**src/source/mini_mcu_pkg.sv**
```systemverilog
/*
 * bus widths, request and response structs, DMA config and FSM states,
 * memory map select bit and peripheral register offsets
 */
package mini_mcu_pkg;

  typedef logic [31:0] addr_t;
  typedef logic [31:0] data_t;
  typedef logic [3:0] be_t;
  typedef logic [7:0] gpio_t;
  typedef logic [15:0] dma_len_t;

  typedef enum logic [0:0] {
    MST_HOST = 1'b0,
    MST_DMA  = 1'b1
  } master_e;

  typedef struct packed {
    logic  req;
    logic  we;
    addr_t addr;
    data_t wdata;
    be_t   be;
  } bus_req_t;

  typedef struct packed {
    logic  gnt;
    logic  rvalid;
    data_t rdata;
  } bus_rsp_t;

  typedef struct packed {
    addr_t    src;
    addr_t    dst;
    dma_len_t len;
    logic     start;
  } dma_cfg_t;

  typedef enum logic [2:0] {
    DMA_IDLE,
    DMA_READ,
    DMA_WAIT_R,
    DMA_WRITE,
    DMA_WAIT_W
  } dma_state_e;

  // address bit 16 set selects the peripheral block
  localparam int PERIPH_SEL_BIT = 16;
  localparam int RAM_WORDS_DEFAULT = 256;

  typedef logic [PERIPH_SEL_BIT-1:0] reg_off_t;

  localparam reg_off_t REG_GPIO_OUT = 'h00;
  localparam reg_off_t REG_GPIO_OE = 'h04;
  localparam reg_off_t REG_GPIO_IN = 'h08;
  localparam reg_off_t REG_EXIT = 'h0C;
  localparam reg_off_t REG_DMA_SRC = 'h10;
  localparam reg_off_t REG_DMA_DST = 'h14;
  localparam reg_off_t REG_DMA_LEN = 'h18;
  localparam reg_off_t REG_DMA_STATUS = 'h1C;

endpackage
```
**src/source/system_bus.sv**
```systemverilog
/*
 * shared bus: round-robin arbiter for host and DMA, address decoder,
 * response routing back to the owning master
 */
module system_bus (
  input  logic                   clk_i,
  input  logic                   rst_n_i,
  input  mini_mcu_pkg::bus_req_t host_req_i,
  input  mini_mcu_pkg::bus_req_t dma_req_i,
  output mini_mcu_pkg::bus_rsp_t host_rsp_o,
  output mini_mcu_pkg::bus_rsp_t dma_rsp_o,
  output mini_mcu_pkg::bus_req_t ram_req_o,
  output mini_mcu_pkg::bus_req_t periph_req_o,
  input  mini_mcu_pkg::data_t    ram_rdata_i,
  input  mini_mcu_pkg::data_t    periph_rdata_i
);

  mini_mcu_pkg::master_e  last_grant_q;
  mini_mcu_pkg::master_e  winner;
  mini_mcu_pkg::bus_req_t win_req;
  logic                   any_req;
  logic                   to_periph;
  logic                   rsp_valid_q;
  mini_mcu_pkg::master_e  rsp_owner_q;
  logic                   rsp_periph_q;
  logic                   rsp_read_q;
  mini_mcu_pkg::data_t    rsp_rdata;

  // on contention the master not granted last wins
  always_comb begin
    if (host_req_i.req && dma_req_i.req) begin
      if (last_grant_q == mini_mcu_pkg::MST_HOST) begin
        winner = mini_mcu_pkg::MST_DMA;
      end else begin
        winner = mini_mcu_pkg::MST_HOST;
      end
    end else if (dma_req_i.req) begin
      winner = mini_mcu_pkg::MST_DMA;
    end else begin
      winner = mini_mcu_pkg::MST_HOST;
    end
  end

  assign any_req = host_req_i.req | dma_req_i.req;
  assign win_req = (winner == mini_mcu_pkg::MST_DMA) ? dma_req_i : host_req_i;
  assign to_periph = win_req.addr[mini_mcu_pkg::PERIPH_SEL_BIT];

  always_comb begin
    ram_req_o = win_req;
    ram_req_o.req = any_req && !to_periph;
    periph_req_o = win_req;
    periph_req_o.req = any_req && to_periph;
  end

  // both slaves answer one cycle after acceptance
  always_ff @(posedge clk_i) begin
    if (!rst_n_i) begin
      last_grant_q <= mini_mcu_pkg::MST_DMA;
      rsp_valid_q  <= 1'b0;
      rsp_owner_q  <= mini_mcu_pkg::MST_HOST;
      rsp_periph_q <= 1'b0;
      rsp_read_q   <= 1'b0;
    end else begin
      rsp_valid_q <= any_req;
      if (any_req) begin
        last_grant_q <= winner;
        rsp_owner_q  <= winner;
        rsp_periph_q <= to_periph;
        rsp_read_q   <= !win_req.we;
      end
    end
  end

  // writes return zero data
  assign rsp_rdata = !rsp_read_q ? '0 : (rsp_periph_q ? periph_rdata_i : ram_rdata_i);

  always_comb begin
    host_rsp_o.gnt    = any_req && (winner == mini_mcu_pkg::MST_HOST);
    host_rsp_o.rvalid = rsp_valid_q && (rsp_owner_q == mini_mcu_pkg::MST_HOST);
    host_rsp_o.rdata  = (rsp_owner_q == mini_mcu_pkg::MST_HOST) ? rsp_rdata : '0;
    dma_rsp_o.gnt     = any_req && (winner == mini_mcu_pkg::MST_DMA);
    dma_rsp_o.rvalid  = rsp_valid_q && (rsp_owner_q == mini_mcu_pkg::MST_DMA);
    dma_rsp_o.rdata   = (rsp_owner_q == mini_mcu_pkg::MST_DMA) ? rsp_rdata : '0;
  end

  // a master left waiting wins in the next cycle
  a_host_no_starve: assert property (@(posedge clk_i) disable iff (!rst_n_i)
    host_req_i.req && !host_rsp_o.gnt |=> !host_req_i.req || host_rsp_o.gnt);

  a_dma_no_starve: assert property (@(posedge clk_i) disable iff (!rst_n_i)
    dma_req_i.req && !dma_rsp_o.gnt |=> !dma_req_i.req || dma_rsp_o.gnt);

endmodule

```
**config.mk**
```make
export PLATFORM = sky130hd
export DESIGN_NAME = system_bus
export DESIGN_NICKNAME = d
export VERILOG_FILES = /design/src/source/mini_mcu_pkg.sv /design/src/source/system_bus.sv
export SDC_FILE = /design/constraint.sdc
export NUM_CORES = 1
export LEC_CHECK = 0
export ABC_AREA = 1
export BUFFER_PORTS_ARGS = -buffer_cell sky130_fd_sc_hd__buf_2
export CAP_MARGIN = 0
export CORE_AREA = 2 2 159 161
export DETAILED_ROUTE_END_ITERATION = 8
export DIE_AREA = 0 0 161 163
export PLACE_DENSITY = 0.4
export RECOVER_POWER = 25
export SYNTH_ARGS = -nofsm -noshare
export SYNTH_HDL_FRONTEND = slang
export SYNTH_SLANG_ARGS = --single-unit
```
**constraint.sdc**
```tcl
create_clock -name clk_i -period 1.62 [get_ports clk_i]
set_input_delay 0.324 -clock clk_i [delete_from_list [all_inputs] [get_ports clk_i]]
set_output_delay 0.324 -clock clk_i [all_outputs]
set_load 0.1 [all_outputs]
```
==> impl_metrics.py <==
metrics = {
    "finish": {
        "fill_cells": 2252,
        "layout_common_cells": "226 x buf_12, 205 x buf_2, 100 x nor2_4, 99 x nand2_2, 73 x nand2_8",
        "final_layout_size_suffix_gt1_frac": 0.945,
        "syn2layout_area_growth_pct": 375,
        "final_common_cell": "buf_12",
        "seq_area_um2": 104,
        "instances_no_fill": 1210,
        "multi_input_area_um2": 4260,
        "diodes": 0,
        "nets": 1087,
    },
    "clock_network": {
        "path_clk_slew_ns": 0.03,
        "clockRootBuffer": "clkbuf_16",
        "htree_num_levels": 1,
        "worstSkewPairLatency_ns": 0.23,
        "cts_tree": "yes",
        "numCtsBuffers": 3,
        "clockBufferDepth": 2,
        "holdBufCountCts": 0,
        "cts.sinks": 5,
    },
    "synth": {
        "syn_inst": 504,
        "synth_area_um2": 2340,
        "synthXorXnorAreaFrac": 0,
        "mappedNetlistNets": 710,
        "synth_compound_area_frac": 0.0769,
        "synth_cell_type_count": 17,
        "avgSynthCellArea_um2": 4.65,
        "yosysSeqAreaShare": 0.0427,
        "yosys_warnings": 0,
        "synth_top_family_by_area": "simple AND/OR/NAND/NOR gates",
        "ys_ff_latch": 5,
        "muxShareOfSynthArea": 0,
        "synth-simple-area-share": 0.566,
        "synthAdderAreaFrac": 0,
    },
    "detailed_routing": {
        "drc": 0,
        "wl_per_cell_um": 16.1,
        "dr.pass1.iters": 4,
        "antenna_left": 0,
        "totalWireLength_mm": 19.5,
        "viasPerCell": 3.78,
        "vias": 4576,
        "drtIter0Drc": 88,
    },
    "sta": {
        "fin_crit_ns": 1.83,
        "rsz0062_at_grt": "yes",
        "hold_violations": 0,
        "setup_viol": 206,
        "fin_skew_ns": 0.00206,
        "finalMaxSlewViolations": 0,
        "relSlewSlack": 0.803,
        "max_freq_mhz": 545,
        "fin_crit_sh": 1.13,
        "postLayoutSetupSlackWorst_ns": -0.214,
        "fin_setup_tns_ns": -29.31,
        "tightest_slew_ns": 0.295,
    },
    "critical_path": {
        "startpoint": "rsp_periph_q$_SDFFE_PN0N_",
        "reg2reg_depth": 9,
        "crit_path_start_kind": "flop",
        "cp_data_arrival_time_ns": 1.51,
        "cp_max_fo": 8,
        "cp-end-kind": "output port",
        "worstPathRequired_ns": 1.30,
        "crit_type": "flop to output port",
        "regToRegStartpoint": "last_grant_q$_SDFFE_PN1N_",
    },
    "worst_hold_path": {
        "holdPathStages": 2,
        "hold_class": "input port to flop",
        "hp-start": "rst_n_i",
    },
    "die": {
        "num_rows": 58,
        "io_pins": 414,
        "start_util": 0.0950,
        "core_area_um2": 24700,
        "die_x_um": 161,
        "die_area_um2": 26200,
        "fp.dieH_um": 163,
    },
    "power_and_ir_drop": {
        "max-vdd-ir-drop_v": 0.000459,
        "p_leak_nw": 4.67,
        "power.density_nw_per_um2": 690,
    },
    "run_status": {
        "status": "complete, but fails checks",
        "violations": "negative setup slack",
    },
    "placement": {
        "gp_congestion": 0.801,
        "hpwl_mm": 15.2,
        "portBuffers": 413,
        "place_inst": 1180,
    },
    "global_route": {
        "antenna_found_initial": 1,
        "track_usage": 0.138,
        "grt.overflow.total": 0,
        "grt_max_degree": 27,
        "grt_pass1_vias": 4804,
        "grt_pass1_wl_mm": 28.3,
    },
    "job": {
        "cap_violations": 0,
    },
}
[worst paths after layout]
kind / to / slack [ns]
max: dma_rsp_o[6] / -0.21
min: last_grant_q$_SDFFE_PN1N_ / 0.30
max reg2reg: rsp_periph_q$_SDFFE_PN0N_ / 0.36
min reg2reg: last_grant_q$_SDFFE_PN1N_ / 0.50
[area by class of cell]
| type | instances | area share |
|---|---|---|
| inverters | 14 | 0.00798 |
| repair buffers | 471 | 0.555 |
| clock buffers | 4 | 0.00708 |
| repair inverters | 1 | 0.00101 |
| multi-input cells | 385 | 0.382 |
| flip-flops and latches | 5 | 0.00933 |
| well taps | 330 | 0.0371 |
[registers in the layout (all words and copies together) (netlist names)]
signal and flops:
last_grant_q 1, rsp_owner_q 1, rsp_periph_q 1, rsp_read_q 1, rsp_valid_q 1
[kinds of logic after synthesis]
family	count (synthesis)
AND/OR/NAND/NOR	349
flip-flops	5
AO/OA/AOI/OAI	36
buffers and inverters	114
[report_power, final]
| group | switching, W | internal [W] |
|---|---|---|
| logic | 0.00461 | 0.00252 |
| clock network | 0.0000831 | 0.000326 |
| registers | 0.00000791 | 0.000135 |
[critical path, cell delays in order, from the launching register on]
cell,delay (ns)
dfxtp_2,0.34
buf_12,0.16
buf_12,0.17
buf_12,0.11
nor2_4,0.03
nor2_4,0.09
o21ai_4,0.09
nor2_4,0.10
buf_12,0.18
[cell usage after synthesis]
master | number | share of area
inv_2 | 2 | 0.0032
buf_2 | 14 | 0.030
buf_6 | 2 | 0.0096
nand2_1 | 210 | 0.34
inv_1 | 12 | 0.019
and2_1 | 1 | 0.0027
a21oi_1 | 4 | 0.0085
clkbuf_2 | 2 | 0.0043
nor2_1 | 132 | 0.21
buf_1 | 3 | 0.0048
nand2_4 | 1 | 0.0048
o21ai_1 | 6 | 0.013
dfxtp_1 | 5 | 0.043
buf_4 | 73 | 0.23
o21ai_0 | 26 | 0.056
nand3_1 | 5 | 0.011
clkbuf_1 | 6 | 0.0096
[layer usage]
layer,track usage,share of wire
met5,0,0
met4,0.0284,0.011
met1,0.139,0.32
met2,0.273,0.57
met3,0.0476,0.096
[through the flow]
stage	utilization	total power, W	area (µm²)	hold slack [ns]	worst slack, ns
after global routing	0.451	0.00792	11100	0.304	-0.250
final	0.451	0.00768	11100	0.298	-0.214
after global placement	0.379	0.00663	9350	0.503	-0.148
after CTS	0.433	0.00755	10700	0.297	-0.213
after detailed placement	0.379	0.00663	9350	0.502	-0.154
after floorplan	-	0.00489	4930	0.409	-0.401
[repair_timing]
item,in CTS,in global routing
buffers inserted,9,4
resized for setup,246,78
pin swaps,89,52
endpoints found under the setup margin,205,206
gates cloned,10,5
Note: power is estimated with default switching activity, not from simulation.
