==> config.mk <==
export PLATFORM = sky130hd
export DESIGN_NAME = ao_peripherals
export DESIGN_NICKNAME = d
export VERILOG_FILES = /design/src/source/mini_mcu_pkg.sv /design/src/source/ao_peripherals.sv
export SDC_FILE = /design/constraint.sdc
export NUM_CORES = 1
export LEC_CHECK = 0
export ABC_AREA = 1
export BUFFER_PORTS_ARGS = -buffer_cell sky130_fd_sc_hd__buf_2
export CAP_MARGIN = 15
export CELL_PAD_IN_SITES_DETAIL_PLACEMENT = 1
export CELL_PAD_IN_SITES_GLOBAL_PLACEMENT = 2
export CORE_UTILIZATION = 32
export CTS_BUF_LIST = sky130_fd_sc_hd__clkbuf_8 sky130_fd_sc_hd__clkbuf_16
export CTS_CLUSTER_DIAMETER = 150
export DETAILED_ROUTE_END_ITERATION = 10
export PLACE_DENSITY_LB_ADDON = 0.08
export SETUP_SLACK_MARGIN = 0.15
export SYNTH_ARGS = -nofsm -noshare
export SYNTH_HDL_FRONTEND = slang
export SYNTH_SLANG_ARGS = --single-unit
==> constraint.sdc <==
create_clock -name clk_i -period 3.85 [get_ports clk_i]
set_clock_uncertainty 0.1 [all_clocks]
set_input_delay 0.1925 -clock clk_i [delete_from_list [all_inputs] [get_ports clk_i]]
set_output_delay 0.1925 -clock clk_i [all_outputs]
set_load 0.01 [all_outputs]
==> src/source/mini_mcu_pkg.sv <==
/*
 * bus widths, request and response structs, DMA config and FSM states,
 * memory map select bit and peripheral register offsets
 */
package mini_mcu_pkg;

  typedef logic [31:0] addr_t;
  typedef logic [31:0] data_t;
  typedef logic [3:0] be_t;
  typedef logic [7:0] gpio_t;
  typedef logic [15:0] dma_len_t;

  typedef enum logic [0:0] {
    MST_HOST = 1'b0,
    MST_DMA  = 1'b1
  } master_e;

  typedef struct packed {
    logic  req;
    logic  we;
    addr_t addr;
    data_t wdata;
    be_t   be;
  } bus_req_t;

  typedef struct packed {
    logic  gnt;
    logic  rvalid;
    data_t rdata;
  } bus_rsp_t;

  typedef struct packed {
    addr_t    src;
    addr_t    dst;
    dma_len_t len;
    logic     start;
  } dma_cfg_t;

  typedef enum logic [2:0] {
    DMA_IDLE,
    DMA_READ,
    DMA_WAIT_R,
    DMA_WRITE,
    DMA_WAIT_W
  } dma_state_e;

  // address bit 16 set selects the peripheral block
  localparam int PERIPH_SEL_BIT = 16;
  localparam int RAM_WORDS_DEFAULT = 256;

  typedef logic [PERIPH_SEL_BIT-1:0] reg_off_t;

  localparam reg_off_t REG_GPIO_OUT = 'h00;
  localparam reg_off_t REG_GPIO_OE = 'h04;
  localparam reg_off_t REG_GPIO_IN = 'h08;
  localparam reg_off_t REG_EXIT = 'h0C;
  localparam reg_off_t REG_DMA_SRC = 'h10;
  localparam reg_off_t REG_DMA_DST = 'h14;
  localparam reg_off_t REG_DMA_LEN = 'h18;
  localparam reg_off_t REG_DMA_STATUS = 'h1C;

endpackage
==> src/source/ao_peripherals.sv <==
/*
 * always-on registers: GPIO out, enable and synchronized input,
 * exit value, DMA configuration and status
 */
module ao_peripherals (
  input  logic                   clk_i,
  input  logic                   rst_n_i,
  input  mini_mcu_pkg::bus_req_t req_i,
  output mini_mcu_pkg::data_t    rdata_o,
  input  mini_mcu_pkg::gpio_t    gpio_i,
  output mini_mcu_pkg::gpio_t    gpio_o,
  output mini_mcu_pkg::gpio_t    gpio_oe_o,
  output logic                   exit_valid_o,
  output mini_mcu_pkg::data_t    exit_value_o,
  output mini_mcu_pkg::dma_cfg_t dma_cfg_o,
  input  logic                   dma_done_i
);

  mini_mcu_pkg::reg_off_t offset;
  logic                   wr_en;
  logic                   rd_en;
  logic                   start;
  mini_mcu_pkg::gpio_t    gpio_out_q;
  mini_mcu_pkg::gpio_t    gpio_oe_q;
  mini_mcu_pkg::gpio_t    gpio_meta_q;
  mini_mcu_pkg::gpio_t    gpio_sync_q;
  logic                   exit_valid_q;
  mini_mcu_pkg::data_t    exit_value_q;
  mini_mcu_pkg::addr_t    dma_src_q;
  mini_mcu_pkg::addr_t    dma_dst_q;
  mini_mcu_pkg::dma_len_t dma_len_q;
  mini_mcu_pkg::data_t    len_word;
  logic                   busy_q;
  logic                   done_q;

  function automatic mini_mcu_pkg::data_t merge_be(mini_mcu_pkg::data_t old_w,
                                                   mini_mcu_pkg::data_t new_w,
                                                   mini_mcu_pkg::be_t be);
    mini_mcu_pkg::data_t res;
    res = old_w;
    for (int b = 0; b < $bits(mini_mcu_pkg::be_t); b++) begin
      if (be[b]) begin
        res[8*b +: 8] = new_w[8*b +: 8];
      end
    end
    return res;
  endfunction

  assign offset = req_i.addr[mini_mcu_pkg::PERIPH_SEL_BIT-1:0];
  assign wr_en = req_i.req && req_i.we;
  assign rd_en = req_i.req && !req_i.we;
  assign len_word = merge_be({16'b0, dma_len_q}, req_i.wdata, req_i.be);

  // start in the cycle of the length write and only when idle
  assign start = wr_en && (offset == mini_mcu_pkg::REG_DMA_LEN) && !busy_q;

  always_ff @(posedge clk_i) begin
    if (!rst_n_i) begin
      gpio_out_q   <= '0;
      gpio_oe_q    <= '0;
      gpio_meta_q  <= '0;
      gpio_sync_q  <= '0;
      exit_valid_q <= 1'b0;
      exit_value_q <= '0;
      busy_q       <= 1'b0;
      done_q       <= 1'b0;
    end else begin
      gpio_meta_q <= gpio_i;
      gpio_sync_q <= gpio_meta_q;
      if (wr_en) begin
        case (offset)
          mini_mcu_pkg::REG_GPIO_OUT: begin
            gpio_out_q <= 8'(merge_be({24'b0, gpio_out_q}, req_i.wdata, req_i.be));
          end
          mini_mcu_pkg::REG_GPIO_OE: begin
            gpio_oe_q <= 8'(merge_be({24'b0, gpio_oe_q}, req_i.wdata, req_i.be));
          end
          mini_mcu_pkg::REG_EXIT: begin
            exit_value_q <= merge_be(exit_value_q, req_i.wdata, req_i.be);
            exit_valid_q <= 1'b1;
          end
          default: begin
          end
        endcase
      end
      // done stays set until the next start
      if (start) begin
        busy_q <= 1'b1;
        done_q <= 1'b0;
      end else if (dma_done_i) begin
        busy_q <= 1'b0;
        done_q <= 1'b1;
      end
    end
  end

  always_ff @(posedge clk_i) begin
    if (wr_en && offset == mini_mcu_pkg::REG_DMA_SRC) begin
      dma_src_q <= merge_be(dma_src_q, req_i.wdata, req_i.be);
    end
    if (wr_en && offset == mini_mcu_pkg::REG_DMA_DST) begin
      dma_dst_q <= merge_be(dma_dst_q, req_i.wdata, req_i.be);
    end
    if (start) begin
      dma_len_q <= len_word[15:0];
    end
  end

  always_ff @(posedge clk_i) begin
    if (rd_en) begin
      case (offset)
        mini_mcu_pkg::REG_GPIO_OUT:   rdata_o <= {24'b0, gpio_out_q};
        mini_mcu_pkg::REG_GPIO_OE:    rdata_o <= {24'b0, gpio_oe_q};
        mini_mcu_pkg::REG_GPIO_IN:    rdata_o <= {24'b0, gpio_sync_q};
        mini_mcu_pkg::REG_EXIT:       rdata_o <= exit_value_q;
        mini_mcu_pkg::REG_DMA_SRC:    rdata_o <= dma_src_q;
        mini_mcu_pkg::REG_DMA_DST:    rdata_o <= dma_dst_q;
        mini_mcu_pkg::REG_DMA_LEN:    rdata_o <= {16'b0, dma_len_q};
        mini_mcu_pkg::REG_DMA_STATUS: rdata_o <= {30'b0, done_q, busy_q};
        default:                      rdata_o <= '0;
      endcase
    end
  end

  assign gpio_o = gpio_out_q;
  assign gpio_oe_o = gpio_oe_q;
  assign exit_valid_o = exit_valid_q;
  assign exit_value_o = exit_value_q;

  always_comb begin
    dma_cfg_o.src   = dma_src_q;
    dma_cfg_o.dst   = dma_dst_q;
    dma_cfg_o.len   = start ? len_word[15:0] : dma_len_q;
    dma_cfg_o.start = start;
  end

endmodule

==> metrics.yaml <==
power:
  finalPower_mw: 3.82
  ir_drop_mv: 0.270
  p_leak_nw: 4.19
  power.density_nw_per_um2: 401
clock_network:
  ctsResizeCount: 0
  clk_pin_slew_worst_paths_ns: 0.07
  clkLatencyLatePin_ns: 0.43
  holdBufCountCts: 41
  clockBufferDepth: 2
  cts_tree: "built"
  clockRootBuffer: "clkbuf_16"
  clkSinkCount: 179
  cts_made_buffers: 17
  cts-htree-levels: 4
  cts_setup_buffers: 0
place:
  port_buffers: 226
  dp.final_hpwl_mm: 17.1
  place_congestion: 0.799
  placedCellCount: 1218
synth:
  synth.avg_cell_area_sq_um: 9.74
  synth_nets: 825
  synth_area_leader_cell: "edfxtp_1"
  synth_cell_types: 24
  synth-seq-cells: 179
  ys_seq_area_frac: 0.627
  yosysTopAreaCellShare: 0.398
  synthTopCellsByArea: "edfxtp_1 40%, dfxtp_1 23%, nand2_1 10%"
  netlist_area_sq_um: 7250
  yosysWarnings: 0
  netlist_instances: 744
setup_path:
  cp_cell_sequence: "buf_2 > nor2_1 > nand2_1 > nor2_4 > buf_4 > and2_1 > buf_4 > nand2_1 > nor2_1"
  critPathRequiredTime_ns: 3.80
  worst_path_max_delay_cell: "nor2_1"
  cp.arrival_ns: 2.54
  worstPathMaxFanout: 38
  startpoint_type: "primary input"
  endpoint_kind: "register"
  critPathMaxStageDelay_ns: 0.71
  worstSetupPathType: "primary input to register"
timing:
  fmax_mhz: 386
  rsz0062_at_grt: "no"
  hold_viol: 0
  fin_tns_setup_ns: 0
  setup_viol: 0
  maxSlewViolCount: 0
  min_period_ns: 2.59
  worst_pin_slew_ns: 0.889
  relSlewSlack: 0.407
  fin_crit_sh: 0.673
floorplan:
  num_io_pins: 243
  dieWidth_um: 152
  start_util: 0.329
  die_h_um: 152
  rows: 54
  fp.dieArea_sq_um: 23300
  core_area_sq_um: 22000
route:
  via_per_inst: 4.95
  wl_mm: 24.8
  detail-route-antenna-nets: 0
  wl_per_cell_um: 19.2
  via_count: 6403
  first_pass_iters: 8
  drc: 17
  initialDrtViolationCount: 278
global_routing:
  overflow: 0
  grt_pass1_vias: 6884
  grt_pass1_wl_mm: 39.2
  antenna_found_initial: 1
  grt_max_degree: 53
  grt_usage: 0.220
cells_and_area:
  drive_gt1_frac: 0.290
  final_cells: 1293
  utilization: 0.432
  fin_nets: 1080
  areaGrowthSynthToFinish_pct: 31.4
  fillers: 2559
job:
  max-cap-violations: 0
run_status:
  violations: "design-rule violations"
  run_status: "complete, but fails checks"
hold_path:
  hp-class: "primary input to register"
-- report_power, final --
group | leakage [nW] | switching (mW) | internal [mW]
Combinational | 2.33 | 0.0942 | 0.0657
Clock | 0.266 | 0.796 | 0.845
Sequential | 1.59 | 0.00366 | 2.02
-- registers in the layout, indices dropped and copies added, names as in the netlist --
name	flops
gpio_oe_o	8
rdata_o	32
exit_valid_o	1
dma_dst_q	32
dma_len_q	16
gpio_sync_q	8
done_q	1
dma_src_q	32
gpio_o	8
busy_q	1
gpio_meta_q	8
exit_value_o	32
-- layout make-up --
cell class | instances | area, sq um | area share
Antenna cell | 1 | 2.50 | 0.000263
Clock buffer | 17 | 425 | 0.0447
Clock inverter | 15 | 123 | 0.0129
Inverter | 38 | 143 | 0.0150
Multi-Input combinational cell | 484 | 2290 | 0.241
Sequential cell | 179 | 4540 | 0.477
Tap cell | 280 | 350 | 0.0368
Timing Repair Buffer | 279 | 1640 | 0.173
-- cells in the mapped netlist --
library cell / number
nand2_1: 199
nand3_1: 114
edfxtp_1: 96
dfxtp_1: 83
nand4_1: 56
a21oi_1: 50
nor2_1: 41
inv_1: 34
buf_2: 16
buf_4: 13
nor2_2: 9
buf_6: 7
clkbuf_1: 7
nor2_4: 4
inv_2: 3
and2_1: 2
nand2_2: 2
nand4_2: 2
clkinv_1: 1
nand2_4: 1
nand3_2: 1
nor2_8: 1
nor3_1: 1
o211ai_1: 1
-- through the flow --
step                setup WS [ns]  hold WS [ns]  area (sq um)
floorplan                    1.75         0.190          7250
global placement            0.830         0.278          8540
detailed placement          0.725         0.281          8540
CTS                          1.19        0.0360          9500
global route                 1.02        0.0470          9520
finish                       1.26        0.0508          9520
-- worst paths after layout --
check	to	from	slack [ns]	cells past startpoint
max reg2reg	dma_len_q[9]	busy_q	2.33	5
min	dma_len_q[4]	req_i[0]	0.05	3
max	dma_dst_q[16]	req_i[49]	1.26	9
min reg2reg	gpio_sync_q[0]	gpio_meta_q[0]	0.32	2
-- cell usage in the layout (no fill, tap or decap), types with 2 or more instances in the layout --
cell type,netlist,final
nand3_1,114,114
inv_2,3,3
and2_1,2,2
clkbuf_16,0,17
a21oi_1,50,50
edfxtp_1,96,96
clkinv_1,1,2
dfxtp_1,83,83
nand4_1,56,56
inv_1,34,35
buf_4,13,11
nor2_2,9,9
nand2_1,199,199
clkinv_4,0,2
dlygate4sd3_1,0,41
inv_6,0,4
clkinvlp_4,0,3
nor2_1,41,39
inv_8,0,3
buf_2,16,226
nor2_4,4,6
nand2_2,2,2
nand4_2,2,2
-- worst max-delay path, delay by kind of cell --
family	cells	cell delay, ns
buffers and inverters	3	0.83
AND/OR/NAND/NOR	6	1.50
-- layer usage --
metal	up-vias	share of wire	GRT usage
met1	3088	0.41	0.260
li1	3078	-	-
met4	0	0.027	0.0948
met2	196	0.51	0.390
met5	-	0	0
met3	41	0.048	0.0432
-- logic make-up (layout without fill, tap and decap cells) --
| family | Yosys count | after routing | share of synthesized area |
|---|---|---|---|
| other | 0 | 1 | 0 |
| DFF | 179 | 179 | 0.627 |
| buffers and inverters | 81 | 349 | 0.0587 |
| and+or+nand+nor | 433 | 433 | 0.279 |
| AOI/OAI and AO/OA | 51 | 51 | 0.0356 |
Note: power is estimated with default switching activity, not from simulation.
