<file path="config.mk">
export PLATFORM = sky130hd
export DESIGN_NAME = dma_engine
export DESIGN_NICKNAME = d
export VERILOG_FILES = /design/src/source/mini_mcu_pkg.sv /design/src/source/dma_engine.sv
export SDC_FILE = /design/constraint.sdc
export NUM_CORES = 1
export LEC_CHECK = 0
export BUFFER_PORTS_ARGS = -buffer_cell sky130_fd_sc_hd__buf_4
export CAP_MARGIN = 20
export CORE_ASPECT_RATIO = 0.9
export CORE_MARGIN = 5
export CORE_UTILIZATION = 53
export CTS_CLUSTER_SIZE = 8
export DETAILED_ROUTE_END_ITERATION = 8
export PLACE_DENSITY = 0.81
export SYNTH_ARGS = -nofsm -noshare
export SYNTH_HDL_FRONTEND = slang
export SYNTH_SLANG_ARGS = --single-unit
</file>
<file path="constraint.sdc">
create_clock -name clk_i -period 5.9 [get_ports clk_i]
set_clock_uncertainty 0.1 [all_clocks]
set_input_delay 1.77 -clock clk_i [delete_from_list [all_inputs] [get_ports clk_i]]
set_output_delay 1.77 -clock clk_i [all_outputs]
set_load 0.02 [all_outputs]
</file>
<file path="src/source/mini_mcu_pkg.sv">
/*
 * bus widths, request and response structs, DMA config and FSM states,
 * memory map select bit and peripheral register offsets
 */
package mini_mcu_pkg;

  typedef logic [31:0] addr_t;
  typedef logic [31:0] data_t;
  typedef logic [3:0] be_t;
  typedef logic [7:0] gpio_t;
  typedef logic [15:0] dma_len_t;

  typedef enum logic [0:0] {
    MST_HOST = 1'b0,
    MST_DMA  = 1'b1
  } master_e;

  typedef struct packed {
    logic  req;
    logic  we;
    addr_t addr;
    data_t wdata;
    be_t   be;
  } bus_req_t;

  typedef struct packed {
    logic  gnt;
    logic  rvalid;
    data_t rdata;
  } bus_rsp_t;

  typedef struct packed {
    addr_t    src;
    addr_t    dst;
    dma_len_t len;
    logic     start;
  } dma_cfg_t;

  typedef enum logic [2:0] {
    DMA_IDLE,
    DMA_READ,
    DMA_WAIT_R,
    DMA_WRITE,
    DMA_WAIT_W
  } dma_state_e;

  // address bit 16 set selects the peripheral block
  localparam int PERIPH_SEL_BIT = 16;
  localparam int RAM_WORDS_DEFAULT = 256;

  typedef logic [PERIPH_SEL_BIT-1:0] reg_off_t;

  localparam reg_off_t REG_GPIO_OUT = 'h00;
  localparam reg_off_t REG_GPIO_OE = 'h04;
  localparam reg_off_t REG_GPIO_IN = 'h08;
  localparam reg_off_t REG_EXIT = 'h0C;
  localparam reg_off_t REG_DMA_SRC = 'h10;
  localparam reg_off_t REG_DMA_DST = 'h14;
  localparam reg_off_t REG_DMA_LEN = 'h18;
  localparam reg_off_t REG_DMA_STATUS = 'h1C;

endpackage
</file>
<file path="src/source/dma_engine.sv">
/*
 * DMA master: word-by-word copy from source to destination, done pulse at the end
 */
module dma_engine (
  input  logic                   clk_i,
  input  logic                   rst_n_i,
  input  mini_mcu_pkg::dma_cfg_t cfg_i,
  output mini_mcu_pkg::bus_req_t bus_req_o,
  input  mini_mcu_pkg::bus_rsp_t bus_rsp_i,
  output logic                   done_o
);

  mini_mcu_pkg::dma_state_e state_q;
  mini_mcu_pkg::addr_t      src_q;
  mini_mcu_pkg::addr_t      dst_q;
  mini_mcu_pkg::dma_len_t   cnt_q;
  mini_mcu_pkg::data_t      word_q;
  logic                     done_q;

  always_comb begin
    bus_req_o.req   = ((state_q == mini_mcu_pkg::DMA_READ) && (cnt_q != '0)) ||
                      (state_q == mini_mcu_pkg::DMA_WRITE);
    bus_req_o.we    = (state_q == mini_mcu_pkg::DMA_WRITE);
    bus_req_o.addr  = (state_q == mini_mcu_pkg::DMA_WRITE) ? dst_q : src_q;
    bus_req_o.wdata = (state_q == mini_mcu_pkg::DMA_WRITE) ? word_q : '0;
    bus_req_o.be    = '1;
  end

  always_ff @(posedge clk_i) begin
    if (!rst_n_i) begin
      state_q <= mini_mcu_pkg::DMA_IDLE;
      cnt_q   <= '0;
      done_q  <= 1'b0;
    end else begin
      done_q <= 1'b0;
      case (state_q)
        mini_mcu_pkg::DMA_IDLE: begin
          if (cfg_i.start) begin
            state_q <= mini_mcu_pkg::DMA_READ;
            cnt_q   <= cfg_i.len;
          end
        end
        // nothing left to copy ends the transfer here
        mini_mcu_pkg::DMA_READ: begin
          if (cnt_q == '0) begin
            state_q <= mini_mcu_pkg::DMA_IDLE;
            done_q  <= 1'b1;
          end else if (bus_rsp_i.gnt) begin
            state_q <= mini_mcu_pkg::DMA_WAIT_R;
          end
        end
        mini_mcu_pkg::DMA_WAIT_R: begin
          if (bus_rsp_i.rvalid) begin
            state_q <= mini_mcu_pkg::DMA_WRITE;
          end
        end
        mini_mcu_pkg::DMA_WRITE: begin
          if (bus_rsp_i.gnt) begin
            state_q <= mini_mcu_pkg::DMA_WAIT_W;
          end
        end
        mini_mcu_pkg::DMA_WAIT_W: begin
          if (bus_rsp_i.rvalid) begin
            state_q <= mini_mcu_pkg::DMA_READ;
            cnt_q   <= cnt_q - 1'b1;
          end
        end
        default: state_q <= mini_mcu_pkg::DMA_IDLE;
      endcase
    end
  end

  always_ff @(posedge clk_i) begin
    if (state_q == mini_mcu_pkg::DMA_IDLE && cfg_i.start) begin
      src_q <= cfg_i.src;
      dst_q <= cfg_i.dst;
    end else if (state_q == mini_mcu_pkg::DMA_WAIT_W && bus_rsp_i.rvalid) begin
      src_q <= src_q + 32'd4;
      dst_q <= dst_q + 32'd4;
    end
    if (state_q == mini_mcu_pkg::DMA_WAIT_R && bus_rsp_i.rvalid) begin
      word_q <= bus_rsp_i.rdata;
    end
  end

  assign done_o = done_q;

  // done follows a zero-length start or the response to the last write
  a_done_after_copy: assert property (@(posedge clk_i) disable iff (!rst_n_i)
    done_o |-> $past(cfg_i.start && cfg_i.len == '0, 2) ||
               $past(state_q == mini_mcu_pkg::DMA_WAIT_W && cnt_q == 16'd1 &&
                     bus_rsp_i.rvalid, 2));

endmodule

</file>
==> results of run 1 <==
final timing paths:
check / depth (start not counted) / slack, ns / startpoint / endpoint
worst min register to register: 2 / 0.38 / cnt_q[15] / cnt_q[15]
worst max register to register: 7 / 2.93 / state_q[2] / dst_q[27]
worst max-delay path: 6 / 1.60 / state_q[2] / bus_req_o[66]
worst min-delay path: 2 / 0.38 / cnt_q[15] / cnt_q[15]
flip-flops by register name (all words and copies together) (netlist names):
| register | count |
|---|---|
| word_q | 32 |
| src_q | 32 |
| cnt_q | 16 |
| state_q | 3 |
| dst_q | 32 |
| done_o | 1 |
logic make-up after synthesis:
family                   Yosys count  synth area share
AO/OA/AOI/OAI                    116             0.102
XOR/XNOR                          56            0.0760
adder cells (fa/ha/maj)            3           0.00581
buffers and inverters             56            0.0351
flip-flops                       116             0.508
other                              1          0.000581
AND/OR/NAND/NOR                  358             0.272
power by group through the flow:
stage	combinational [W]	sequential, W	clock [W]
2_1_floorplan	0.000304	0.00107	0
3_3_place_gp	0.000465	0.00110	0
3_5_place_dp	0.000479	0.00110	0
4_1_cts	0.000483	0.00109	0.000967
5_1_grt	0.000531	0.00110	0.00101
6_report	0.000482	0.00109	0.000957
per-stage QoR:
| step | hold WS [ns] | area [sq um] | setup slack [ns] | power, W |
|---|---|---|---|---|
| after floorplan | 0.346 | 6470 | 0.979 | 0.00138 |
| after global placement | 0.361 | 7920 | 1.74 | 0.00156 |
| after detailed placement | 0.369 | 7920 | 1.67 | 0.00158 |
| after CTS | 0.380 | 8460 | 1.63 | 0.00254 |
| after global routing | 0.414 | 8460 | 1.39 | 0.00265 |
| final | 0.383 | 8460 | 1.60 | 0.00253 |
synthesized netlist by cell type (5+ instances only):
cell type | number | area share
sky130_fd_sc_hd__nand2_1 | 178 | 0.10
sky130_fd_sc_hd__nor3b_1 | 5 | 0.0058
sky130_fd_sc_hd__and3_1 | 16 | 0.016
sky130_fd_sc_hd__xor2_1 | 38 | 0.052
sky130_fd_sc_hd__inv_1 | 11 | 0.0064
sky130_fd_sc_hd__clkbuf_1 | 39 | 0.023
sky130_fd_sc_hd__xnor2_1 | 18 | 0.024
sky130_fd_sc_hd__nor4_1 | 5 | 0.0048
sky130_fd_sc_hd__and4_1 | 8 | 0.011
sky130_fd_sc_hd__o21ai_0 | 72 | 0.056
sky130_fd_sc_hd__and2_1 | 41 | 0.040
sky130_fd_sc_hd__nand3_1 | 31 | 0.024
sky130_fd_sc_hd__nor2_1 | 17 | 0.0099
sky130_fd_sc_hd__dfxtp_1 | 20 | 0.062
sky130_fd_sc_hd__a21oi_1 | 17 | 0.013
sky130_fd_sc_hd__nor3_1 | 18 | 0.014
sky130_fd_sc_hd__edfxtp_1 | 96 | 0.45
sky130_fd_sc_hd__nand4_1 | 19 | 0.018
worst max-delay path: cells and delay by family (launching register included):
family	cells	cell delay (ns)
AO/OA/AOI/OAI	1	0.27
flip-flops	1	0.54
AND/OR/NAND/NOR	1	0.16
buffers and inverters	4	1.02
layer usage:
| metal | vias to the layer above | routed length (um) | global-route usage |
|---|---|---|---|
| met4 | 0 | 254 | 0.0765 |
| li1 | 2805 | - | - |
| met3 | 23 | 1700 | 0.0807 |
| met2 | 233 | 8550 | 0.397 |
| met5 | - | 0 | 0 |
| met1 | 2691 | 7100 | 0.303 |
area by class of cell:
| class | instances | area share |
|---|---|---|
| clock buffer | 17 | 0.0503 |
| clock inverter | 14 | 0.0142 |
| inverter | 12 | 0.00532 |
| multi-input combinational | 537 | 0.350 |
| sequential | 116 | 0.388 |
| tap | 160 | 0.0237 |
| timing repair buffer | 188 | 0.168 |
==> impl_metrics.sql, run 1 <==
INSERT INTO impl_metrics (metric_group, metric, value, unit) VALUES
('setup_path', 'worst-endpoint-arrival', '2.43', 'ns'),
('clocking', 'worst_case_clock_buffer_depth', '2', ''),
('detailed_routing', 'avgRoutedWirePerCell', '16.9', 'um'),
('hold_path', 'holdCritPathClass', 'reg -> reg', ''),
('layout', 'layout-area-overhead-vs-synth', '31.0', '%'),
('setup_path', 'crit_path_top_delay_cell', 'sky130_fd_sc_hd__dfxtp_1', ''),
('place', 'gp_congestion', '0.886', ''),
('logic_synthesis', 'async_flop_share', '0', ''),
('layout', 'final_layout_size_suffix_gt1_frac', '0.257', ''),
('clocking', 'clockRootBuffer', 'sky130_fd_sc_hd__clkbuf_16', ''),
('floorplan', 'initial_cell_density_of_the_core', '0.539', ''),
('setup_path', 'required', '4.03', 'ns'),
('sta', 'timing.final.max_slew_violations', '0', ''),
('logic_synthesis', 'syn-mean-instance-area', '9.15', 'sq um'),
('setup_path', 'setup.worst_path.class', 'reg -> out', ''),
('logic_synthesis', 'synth_cell_types', '53', ''),
('power', 'share_clk_of_total_power', '0.378', ''),
('logic_synthesis', 'sequential_area_share_after_synthesis', '0.508', ''),
('floorplan', 'core.rowCount', '38', ''),
('sta', 'post-route-period-util', '0.729', ''),
('layout', 'final_nets', '992', ''),
('clocking', 'cts-buffers-inserted', '17', ''),
('sta', 'fmax', '233', 'MHz'),
('power', 'cellLeakagePower', '3.41', 'nW'),
('floorplan', 'design.core.area', '12000', 'sq um'),
('power', 'combinationalPowerShare', '0.191', ''),
('floorplan', 'die_width', '126', 'um'),
('logic_synthesis', 'netlist_area', '6460', 'sq um'),
('flow_run', 'drv_cap', '0', ''),
('sta', 'worst_slew_pin_slew', '1.04', 'ns'),
('sta', 'timing.slew.headroom', '0.302', ''),
('layout', 'layout.area.seq', '3280', 'sq um'),
('logic_synthesis', 'synth-warning-count', '0', ''),
('detailed_routing', 'detailed_route_wire_length', '17600', 'um'),
('sta', 'totalNegativeSetupSlack', '0', 'ns'),
('floorplan', 'io_pins', '188', ''),
('floorplan', 'total_die_area', '14500', 'sq um'),
('sta', 'min_period', '4.30', 'ns'),
('clocking', 'tritoncts', 'done', ''),
('layout', 'post_layout_nonfiller_instances', '1044', ''),
('clocking', 'clock-sinks', '116', ''),
('power', 'irDropWorstVdd', '0.180', 'mV'),
('setup_path', 'path_common_cell', 'sky130_fd_sc_hd__buf_4', ''),
('sta', 'final-setup-viol-count', '0', ''),
('layout', 'postLayoutCoreUtil', '0.706', ''),
('detailed_routing', 'dr_total_vias', '5752', ''),
('sta', 'rsz0062_at_grt', 'false', ''),
('logic_synthesis', 'synthesis.instances', '706', ''),
('logic_synthesis', 'ys_seq_elements', '116', ''),
('power', 'p_seq_frac', '0.431', ''),
('setup_path', 'crit_path_max_fanout', '63', ''),
('clocking', 'worst_skew_pair.late_latency', '0.41', 'ns'),
('detailed_routing', 'antenna_violating_nets_post_route', '0', ''),
('logic_synthesis', 'ys.flop_type', 'sky130_fd_sc_hd__edfxtp_1', ''),
('grt', 'globalRouteOverflowTotal', '0', ''),
('place', 'hpwl_after_detailed_placement', '12600', 'um'),
('setup_path', 'timing.critical_path.cells', 'nand3b_1 > buf_4 > clkinv_1 > buf_4 > o21ai_0 > buf_4', ''),
('detailed_routing', 'detail_route.vias_per_cell', '5.51', ''),
('floorplan', 'dieHeight', '115', 'um'),
('layout', 'multi_input_comb_area', '2960', 'sq um'),
('layout', 'layout.cells.most_common_list', '187 x sky130_fd_sc_hd__buf_4, 178 x sky130_fd_sc_hd__nand2_1, 96 x sky130_fd_sc_hd__edfxtp_1', ''),
('power', 'power_switching', '0.000715', 'W'),
('place', 'number_of_buffers_added_on_ports', '183', ''),
('detailed_routing', 'dr.pass1.iters', '5', ''),
('clocking', 'post_cts.repair.setup_buffers', '0', ''),
('clocking', 'clk_transition_reported_paths', '0.05', 'ns'),
('place', 'dpl.cell_count', '1013', ''),
('clocking', 'cts-resized-gates', '0', ''),
('power', 'p_int', '0.00181', 'W'),
('outcome', 'status', 'completed', ''),
('grt', 'number_of_antenna_violations_at_the_first_check_in_global_routing', '0', '');
Note: power is estimated with default switching activity, not from simulation.
==> run 2: changes to the inputs <==
- CORE_UTILIZATION: 53 -> 47
- PLACE_DENSITY: 0.81 -> 0.76
- clock period: 5.9 -> 3.5 ns (I/O delays scaled with it)
==> impl_metrics.sql, run 2 (same netlist as run 1, synthesis figures left out) <==
INSERT INTO impl_metrics (metric_group, metric, value, unit) VALUES
('clocking', 'worst_case_clock_buffer_depth', '2', ''),
('floorplan', 'initial_cell_density_of_the_core', '0.481', ''),
('power', 'irDropWorstVdd', '0.322', 'mV'),
('setup_path', 'worst-endpoint-arrival', '2.20', 'ns'),
('place', 'number_of_buffers_added_on_ports', '183', ''),
('place', 'detailed_place.area', '8000', 'sq um'),
('layout', 'top_regs', 'dst_q x32, src_q x32, word_q x32', ''),
('detailed_routing', 'dr_total_vias', '5774', ''),
('setup_path', 'crit_path_end_kind', 'output port', ''),
('clocking', 'clock-sinks', '116', ''),
('setup_path', 'timing.critical_path.from', 'cnt_q[0]', ''),
('power', 'cellLeakagePower', '3.42', 'nW'),
('setup_path', 'required', '2.35', 'ns'),
('detailed_routing', 'detailedRoute.firstIterationViolations', '590', ''),
('clocking', 'cts-buffers-inserted', '17', ''),
('grt', 'grt_start_max_net_pins', '80', ''),
('place', 'hpwl_after_detailed_placement', '12600', 'um'),
('detailed_routing', 'avgRoutedWirePerCell', '16.8', 'um'),
('floorplan', 'design.core.area', '13400', 'sq um'),
('flow_run', 'drv_cap', '0', ''),
('layout', 'final_nets', '998', ''),
('layout', 'mostFrequentLayoutCell', 'sky130_fd_sc_hd__buf_4', ''),
('clocking', 'ctsHtreeMaxLevel', '4', ''),
('sta', 'min_period', '3.35', 'ns'),
('setup_path', 'crit_path_max_fanout', '6', ''),
('place', 'gp_congestion', '0.848', ''),
('grt', 'gr-usage-all-layers', '0.221', ''),
('hold_path', 'holdCritPathClass', 'reg -> reg', ''),
('setup_path', 'critPathMaxStageDelay', '0.47', 'ns'),
('layout', 'nFillCells', '1145', ''),
('sta', 'timing.slew.headroom', '0.460', ''),
('grt', 'grt_first_pass_wirelength', '28200', 'um'),
('sta', 'rsz0062_at_grt', 'false', ''),
('hold_path', 'whs_path_cells', '2', ''),
('floorplan', 'die_width', '134', 'um'),
('setup_path', 'timing.critical_path.cells', 'inv_1 > ha_1 > or3b_1 > nor3_2 > and3_1 > nor3b_1 > buf_4', ''),
('sta', 'timing.final.max_slew_violations', '0', ''),
('sta', 'post-route-period-util', '0.956', ''),
('layout', 'final_layout_size_suffix_gt1_frac', '0.256', ''),
('setup_path', 'setup.worst_path.class', 'reg -> out', ''),
('setup_path', 'critical_path.n_buffers_inverters', '2', ''),
('sta', 'fmax', '299', 'MHz'),
('sta', 'worst_slew_pin_slew', '0.804', 'ns'),
('detailed_routing', 'antenna_violating_nets_post_route', '0', ''),
('sta', 'final-setup-viol-count', '0', ''),
('detailed_routing', 'detailed_route_wire_length', '17800', 'um'),
('setup_path', 'cp-start-kind', 'flop', ''),
('detailed_routing', 'route.detailed.drc', '0', ''),
('layout', 'layout-area-overhead-vs-synth', '32.0', '%'),
('sta', 'totalNegativeSetupSlack', '0', 'ns'),
('grt', 'globalRouteOverflowTotal', '0', ''),
('grt', 'number_of_antenna_violations_at_the_first_check_in_global_routing', '0', ''),
('layout', 'num_antenna_cells', '0', ''),
('detailed_routing', 'detail_route.vias_per_cell', '5.46', ''),
('clocking', 'clk_transition_reported_paths', '0.05', 'ns'),
('setup_path', 'critical_path.top_delay_family', 'simple AND/OR/NAND/NOR gates', ''),
('layout', 'layout.cells.most_common_list', '190 x sky130_fd_sc_hd__buf_4, 178 x sky130_fd_sc_hd__nand2_1, 96 x sky130_fd_sc_hd__edfxtp_1', ''),
('setup_path', 'crit_path_top_delay_cell', 'sky130_fd_sc_hd__or3b_1', ''),
('floorplan', 'io_pins', '188', ''),
('layout', 'final_cell_area', '8520', 'sq um'),
('setup_path', 'reg2reg_from', 'dst_q[2]', ''),
('floorplan', 'core.rowCount', '40', ''),
('grt', 'first_global_vias', '5541', ''),
('outcome', 'status', 'completed', ''),
('hold_path', 'hp-start', 'cnt_q[15]', ''),
('setup_path', 'worst_r2r_path_depth', '6', ''),
('clocking', 'tritoncts', 'done', ''),
('floorplan', 'dieHeight', '121', 'um'),
('detailed_routing', 'dr.pass1.iters', '5', ''),
('power', 'powerDensity', '491', 'nW/um^2'),
('clocking', 'post_cts.repair.setup_buffers', '0', ''),
('clocking', 'clockRootBuffer', 'sky130_fd_sc_hd__clkbuf_16', ''),
('sta', 'hold_viol_final', '0', ''),
('clocking', 'cts.hold.buffers_added', '0', ''),
('setup_path', 'timing.critical_path.depth', '7', ''),
('floorplan', 'total_die_area', '16200', 'sq um'),
('clocking', 'worst_skew_pair.late_latency', '0.41', 'ns');
run 2: cell types whose count changed in the layout (fill, tap and decap cells not counted), sizes merged:
cell | previous run | this run
clkbuf | 17 | 20
buf | 188 | 194
clkinv | 13 | 10
bufinv | 2 | 1
run 2: routing by layer:
layer / track usage / share of wire / vias to the layer above
li1: - / - / 2826
met1: 0.294 / 0.42 / 2684
met2: 0.356 / 0.48 / 250
met3: 0.0609 / 0.088 / 14
met4: 0.0598 / 0.0087 / 0
met5: 0 / 0 / -
run 2: worst reg2reg max path, cell delays in order, from the launching register on:
cell and delay [ns]:
sky130_fd_sc_hd__edfxtp_1 0.45, sky130_fd_sc_hd__ha_1 0.28, sky130_fd_sc_hd__nand4_1 0.16, sky130_fd_sc_hd__nor3_2 0.67, sky130_fd_sc_hd__nand4_1 0.21, sky130_fd_sc_hd__xnor2_1 0.17
sky130_fd_sc_hd__o21ai_0 0.10
run 2: where the power goes:
| group | total (W) | internal [W] | switching (W) |
|---|---|---|---|
| combinational | 0.000833 | 0.000363 | 0.000469 |
| clock | 0.00152 | 0.000944 | 0.000572 |
| sequential | 0.00184 | 0.00169 | 0.000150 |
run 2: final timing paths:
check	endpoint	slack (ns)
worst max-delay path	bus_req_o[69]	0.15
worst min register to register	cnt_q[15]	0.41
worst min-delay path	cnt_q[15]	0.41
worst max register to register	dst_q[28]	1.09
run 2: metrics by stage:
step                      utilization  setup slack, ns  hold WS [ns]  total power, W  std cells
after floorplan                     -            0.359         0.346         0.00232        709
after global placement          0.596            0.587         0.374         0.00266       1026
after detailed placement        0.596            0.509         0.371         0.00268       1026
after CTS                       0.634           0.0461         0.405         0.00421       1056
after global routing            0.635           0.0124         0.431         0.00439       1057
final                           0.635            0.155         0.410         0.00418       1057
run 2: cell type report:
| cell class | instances | area [sq um] | share of cell area |
|---|---|---|---|
| flip-flops and latches | 116 | 3280 | 0.385 |
| well taps | 168 | 210 | 0.0247 |
| multi-input cells | 537 | 2980 | 0.350 |
| clock inverters | 10 | 67.6 | 0.00793 |
| inverters | 12 | 45.0 | 0.00529 |
| clock buffers | 20 | 437 | 0.0512 |
| repair buffers | 194 | 1500 | 0.176 |
run 2: timing repair:
action                                  in CTS  in global routing
endpoints found under the setup margin       0                  1
gates resized for setup                      0                  2
endpoints found under the hold margin        0                  0
==> run 3: changes to the inputs <==
- clock period: 3.5 -> 2.9 ns (I/O delays scaled with it)
==> impl_metrics.sql, run 3 (same netlist as run 1, synthesis figures left out) <==
INSERT INTO impl_metrics (metric_group, metric, value, unit) VALUES
('clocking', 'clk_transition_reported_paths', '0.06', 'ns'),
('place', 'gp_congestion', '0.837', ''),
('place', 'dpl.cell_count', '1034', ''),
('detailed_routing', 'detailed_route_wire_length', '17800', 'um'),
('sta', 'worst_hold_slack', '0.401', 'ns'),
('sta', 'totalNegativeSetupSlack', '-0.00857', 'ns'),
('layout', 'nFillCells', '1145', ''),
('floorplan', 'dieHeight', '121', 'um'),
('floorplan', 'design.core.area', '13400', 'sq um'),
('detailed_routing', 'route.detailed.drc', '0', ''),
('floorplan', 'core.rowCount', '40', ''),
('clocking', 'worst_case_clock_buffer_depth', '2', ''),
('clocking', 'cts-buffers-inserted', '17', ''),
('sta', 'hold_viol_final', '0', ''),
('grt', 'grt_start_max_net_pins', '80', ''),
('sta', 'worst_slew_pin_slew', '0.587', 'ns'),
('layout', 'layout-area-overhead-vs-synth', '35.3', '%'),
('setup_path', 'crit_path_max_fanout', '5', ''),
('sta', 'timing.slew.headroom', '0.607', ''),
('place', 'hpwl_after_detailed_placement', '12600', 'um'),
('layout', 'final_nets', '1007', ''),
('sta', 'setup_ws', '-0.00857', 'ns'),
('grt', 'gr-usage-all-layers', '0.219', ''),
('detailed_routing', 'dr_total_vias', '5736', ''),
('hold_path', 'hp-start', 'cnt_q[1]', ''),
('clocking', 'worst_skew_pair.late_latency', '0.41', 'ns'),
('layout', 'mostFrequentLayoutCell', 'sky130_fd_sc_hd__buf_4', ''),
('floorplan', 'die_width', '134', 'um'),
('hold_path', 'holdCritPathClass', 'reg -> reg', ''),
('detailed_routing', 'avgRoutedWirePerCell', '16.7', 'um'),
('grt', 'first_global_vias', '5601', ''),
('power', 'powerDensity', '625', 'nW/um^2'),
('sta', 'final-setup-viol-count', '1', ''),
('grt', 'number_of_antenna_violations_at_the_first_check_in_global_routing', '0', ''),
('floorplan', 'initial_cell_density_of_the_core', '0.481', ''),
('clocking', 'tritoncts', 'done', ''),
('detailed_routing', 'detail_route.vias_per_cell', '5.38', ''),
('detailed_routing', 'dr.pass1.iters', '5', ''),
('hold_path', 'whs_path_cells', '2', ''),
('grt', 'groute.layer.met2.usage', '0.350', ''),
('sta', 'min_period', '2.91', 'ns'),
('clocking', 'clockRootBuffer', 'sky130_fd_sc_hd__clkbuf_16', ''),
('clocking', 'ctsHtreeMaxLevel', '4', ''),
('sta', 'post-route-period-util', '1.00', ''),
('grt', 'grt_most_used_layer', 'met2', ''),
('grt', 'grt_use_met3', '0.0643', ''),
('floorplan', 'io_pins', '188', ''),
('grt', 'globalRouteOverflowTotal', '0', ''),
('place', 'number_of_buffers_added_on_ports', '183', ''),
('sta', 'fmax', '344', 'MHz'),
('layout', 'multi_input_comb_area', '3030', 'sq um'),
('outcome', 'status', 'finished with violations', ''),
('sta', 'timing.final.max_slew_violations', '0', ''),
('sta', 'rsz0062_at_grt', 'true', ''),
('power', 'cellLeakagePower', '3.53', 'nW'),
('grt', 'grt_first_pass_wirelength', '28300', 'um'),
('layout', 'final_layout_size_suffix_gt1_frac', '0.283', ''),
('power', 'irDropWorstVdd', '0.572', 'mV'),
('grt', 'global_route.usage.met1', '0.292', ''),
('layout', 'postLayoutCoreUtil', '0.651', ''),
('layout', 'post_layout_nonfiller_instances', '1067', ''),
('clocking', 'clock-sinks', '116', ''),
('setup_path', 'required', '1.93', 'ns'),
('detailed_routing', 'antenna_violating_nets_post_route', '0', ''),
('setup_path', 'crit_path_end_kind', 'output port', ''),
('layout', 'layout.area.seq', '3290', 'sq um'),
('flow_run', 'drv_cap', '0', ''),
('setup_path', 'reg2reg_from', 'cnt_q[1]', ''),
('layout', 'num_antenna_cells', '0', ''),
('setup_path', 'worst_r2r_path_depth', '8', ''),
('outcome', 'failed_checks', 'negative setup slack', ''),
('setup_path', 'timing.critical_path.from', 'cnt_q[7]', ''),
('setup_path', 'cp-start-kind', 'flop', ''),
('floorplan', 'total_die_area', '16200', 'sq um'),
('setup_path', 'setup.worst_path.class', 'reg -> out', ''),
('layout', 'top_regs', 'dst_q x32, src_q x32, word_q x32', ''),
('setup_path', 'worst-endpoint-arrival', '1.94', 'ns'),
('detailed_routing', 'detailedRoute.firstIterationViolations', '449', ''),
('layout', 'layout.cells.most_common_list', '201 x sky130_fd_sc_hd__buf_4, 178 x sky130_fd_sc_hd__nand2_1, 96 x sky130_fd_sc_hd__edfxtp_1', '');
run 3: cell types whose count changed in the layout (fill, tap and decap cells not counted), moves of 2 or more:
cell	delta
sky130_fd_sc_hd__dfxtp_1	-5
sky130_fd_sc_hd__dfxtp_2	+5
sky130_fd_sc_hd__clkinv_1	-3
sky130_fd_sc_hd__buf_4	+11
sky130_fd_sc_hd__bufinv_16	+4
sky130_fd_sc_hd__clkbuf_1	-2
run 3: timing repair:
item	in CTS	in global routing
resized for setup	14	2
pin swaps	4	0
hold buffers	0	0
cloned	0	0
buffers inserted	2	0
setup endpoints to repair	1	1
hold endpoints to repair	0	0
run 3: area by class of cell:
| class | instances | share of cell area |
|---|---|---|
| inverter | 12 | 0.00516 |
| clock inverter | 13 | 0.0216 |
| multi-input combinational | 537 | 0.346 |
| sequential | 116 | 0.376 |
| clock buffer | 18 | 0.0491 |
| tap | 168 | 0.0241 |
| timing repair buffer | 203 | 0.177 |
run 3: final timing paths:
| path | to | slack, ns |
|---|---|---|
| min | cnt_q[1] | 0.40 |
| min reg2reg | cnt_q[1] | 0.40 |
| max reg2reg | cnt_q[10] | 0.56 |
| max | bus_req_o[69] | -0.009 |
run 3: report_power, final:
group          switching [W]  internal, W  total, W
registers           0.000179      0.00204   0.00222
clock network       0.000705      0.00150   0.00221
logic               0.000577     0.000465   0.00104
total                0.00146      0.00400   0.00546
run 3: per-stage QoR:
stage / power (W) / cell area [sq um] / worst slack [ns]
2_1_floorplan: 0.00280 / 6480 / 0.0285
3_3_place_gp: 0.00322 / 8040 / 0.194
3_5_place_dp: 0.00324 / 8040 / 0.172
4_1_cts: 0.00549 / 8730 / -0.00902
5_1_grt: 0.00571 / 8740 / -0.0868
6_report: 0.00546 / 8740 / -0.00857
run 3: critical path: stages, from the launching register on:
cell and delay, ns:
sky130_fd_sc_hd__dfxtp_2 0.33, sky130_fd_sc_hd__or4_4 0.58, sky130_fd_sc_hd__nor3_4 0.21, sky130_fd_sc_hd__and3_4 0.22, sky130_fd_sc_hd__nor3b_2 0.04, sky130_fd_sc_hd__buf_4 0.15
run 3: per-layer routing:
metal / part of all wire / routed length [um] / vias to the layer above
met2: 0.47 / 8460 / 222
li1: - / - / 2847
met3: 0.085 / 1520 / 16
met4: 0.012 / 220 / 0
met1: 0.43 / 7640 / 2651
met5: 0 / 0 / -
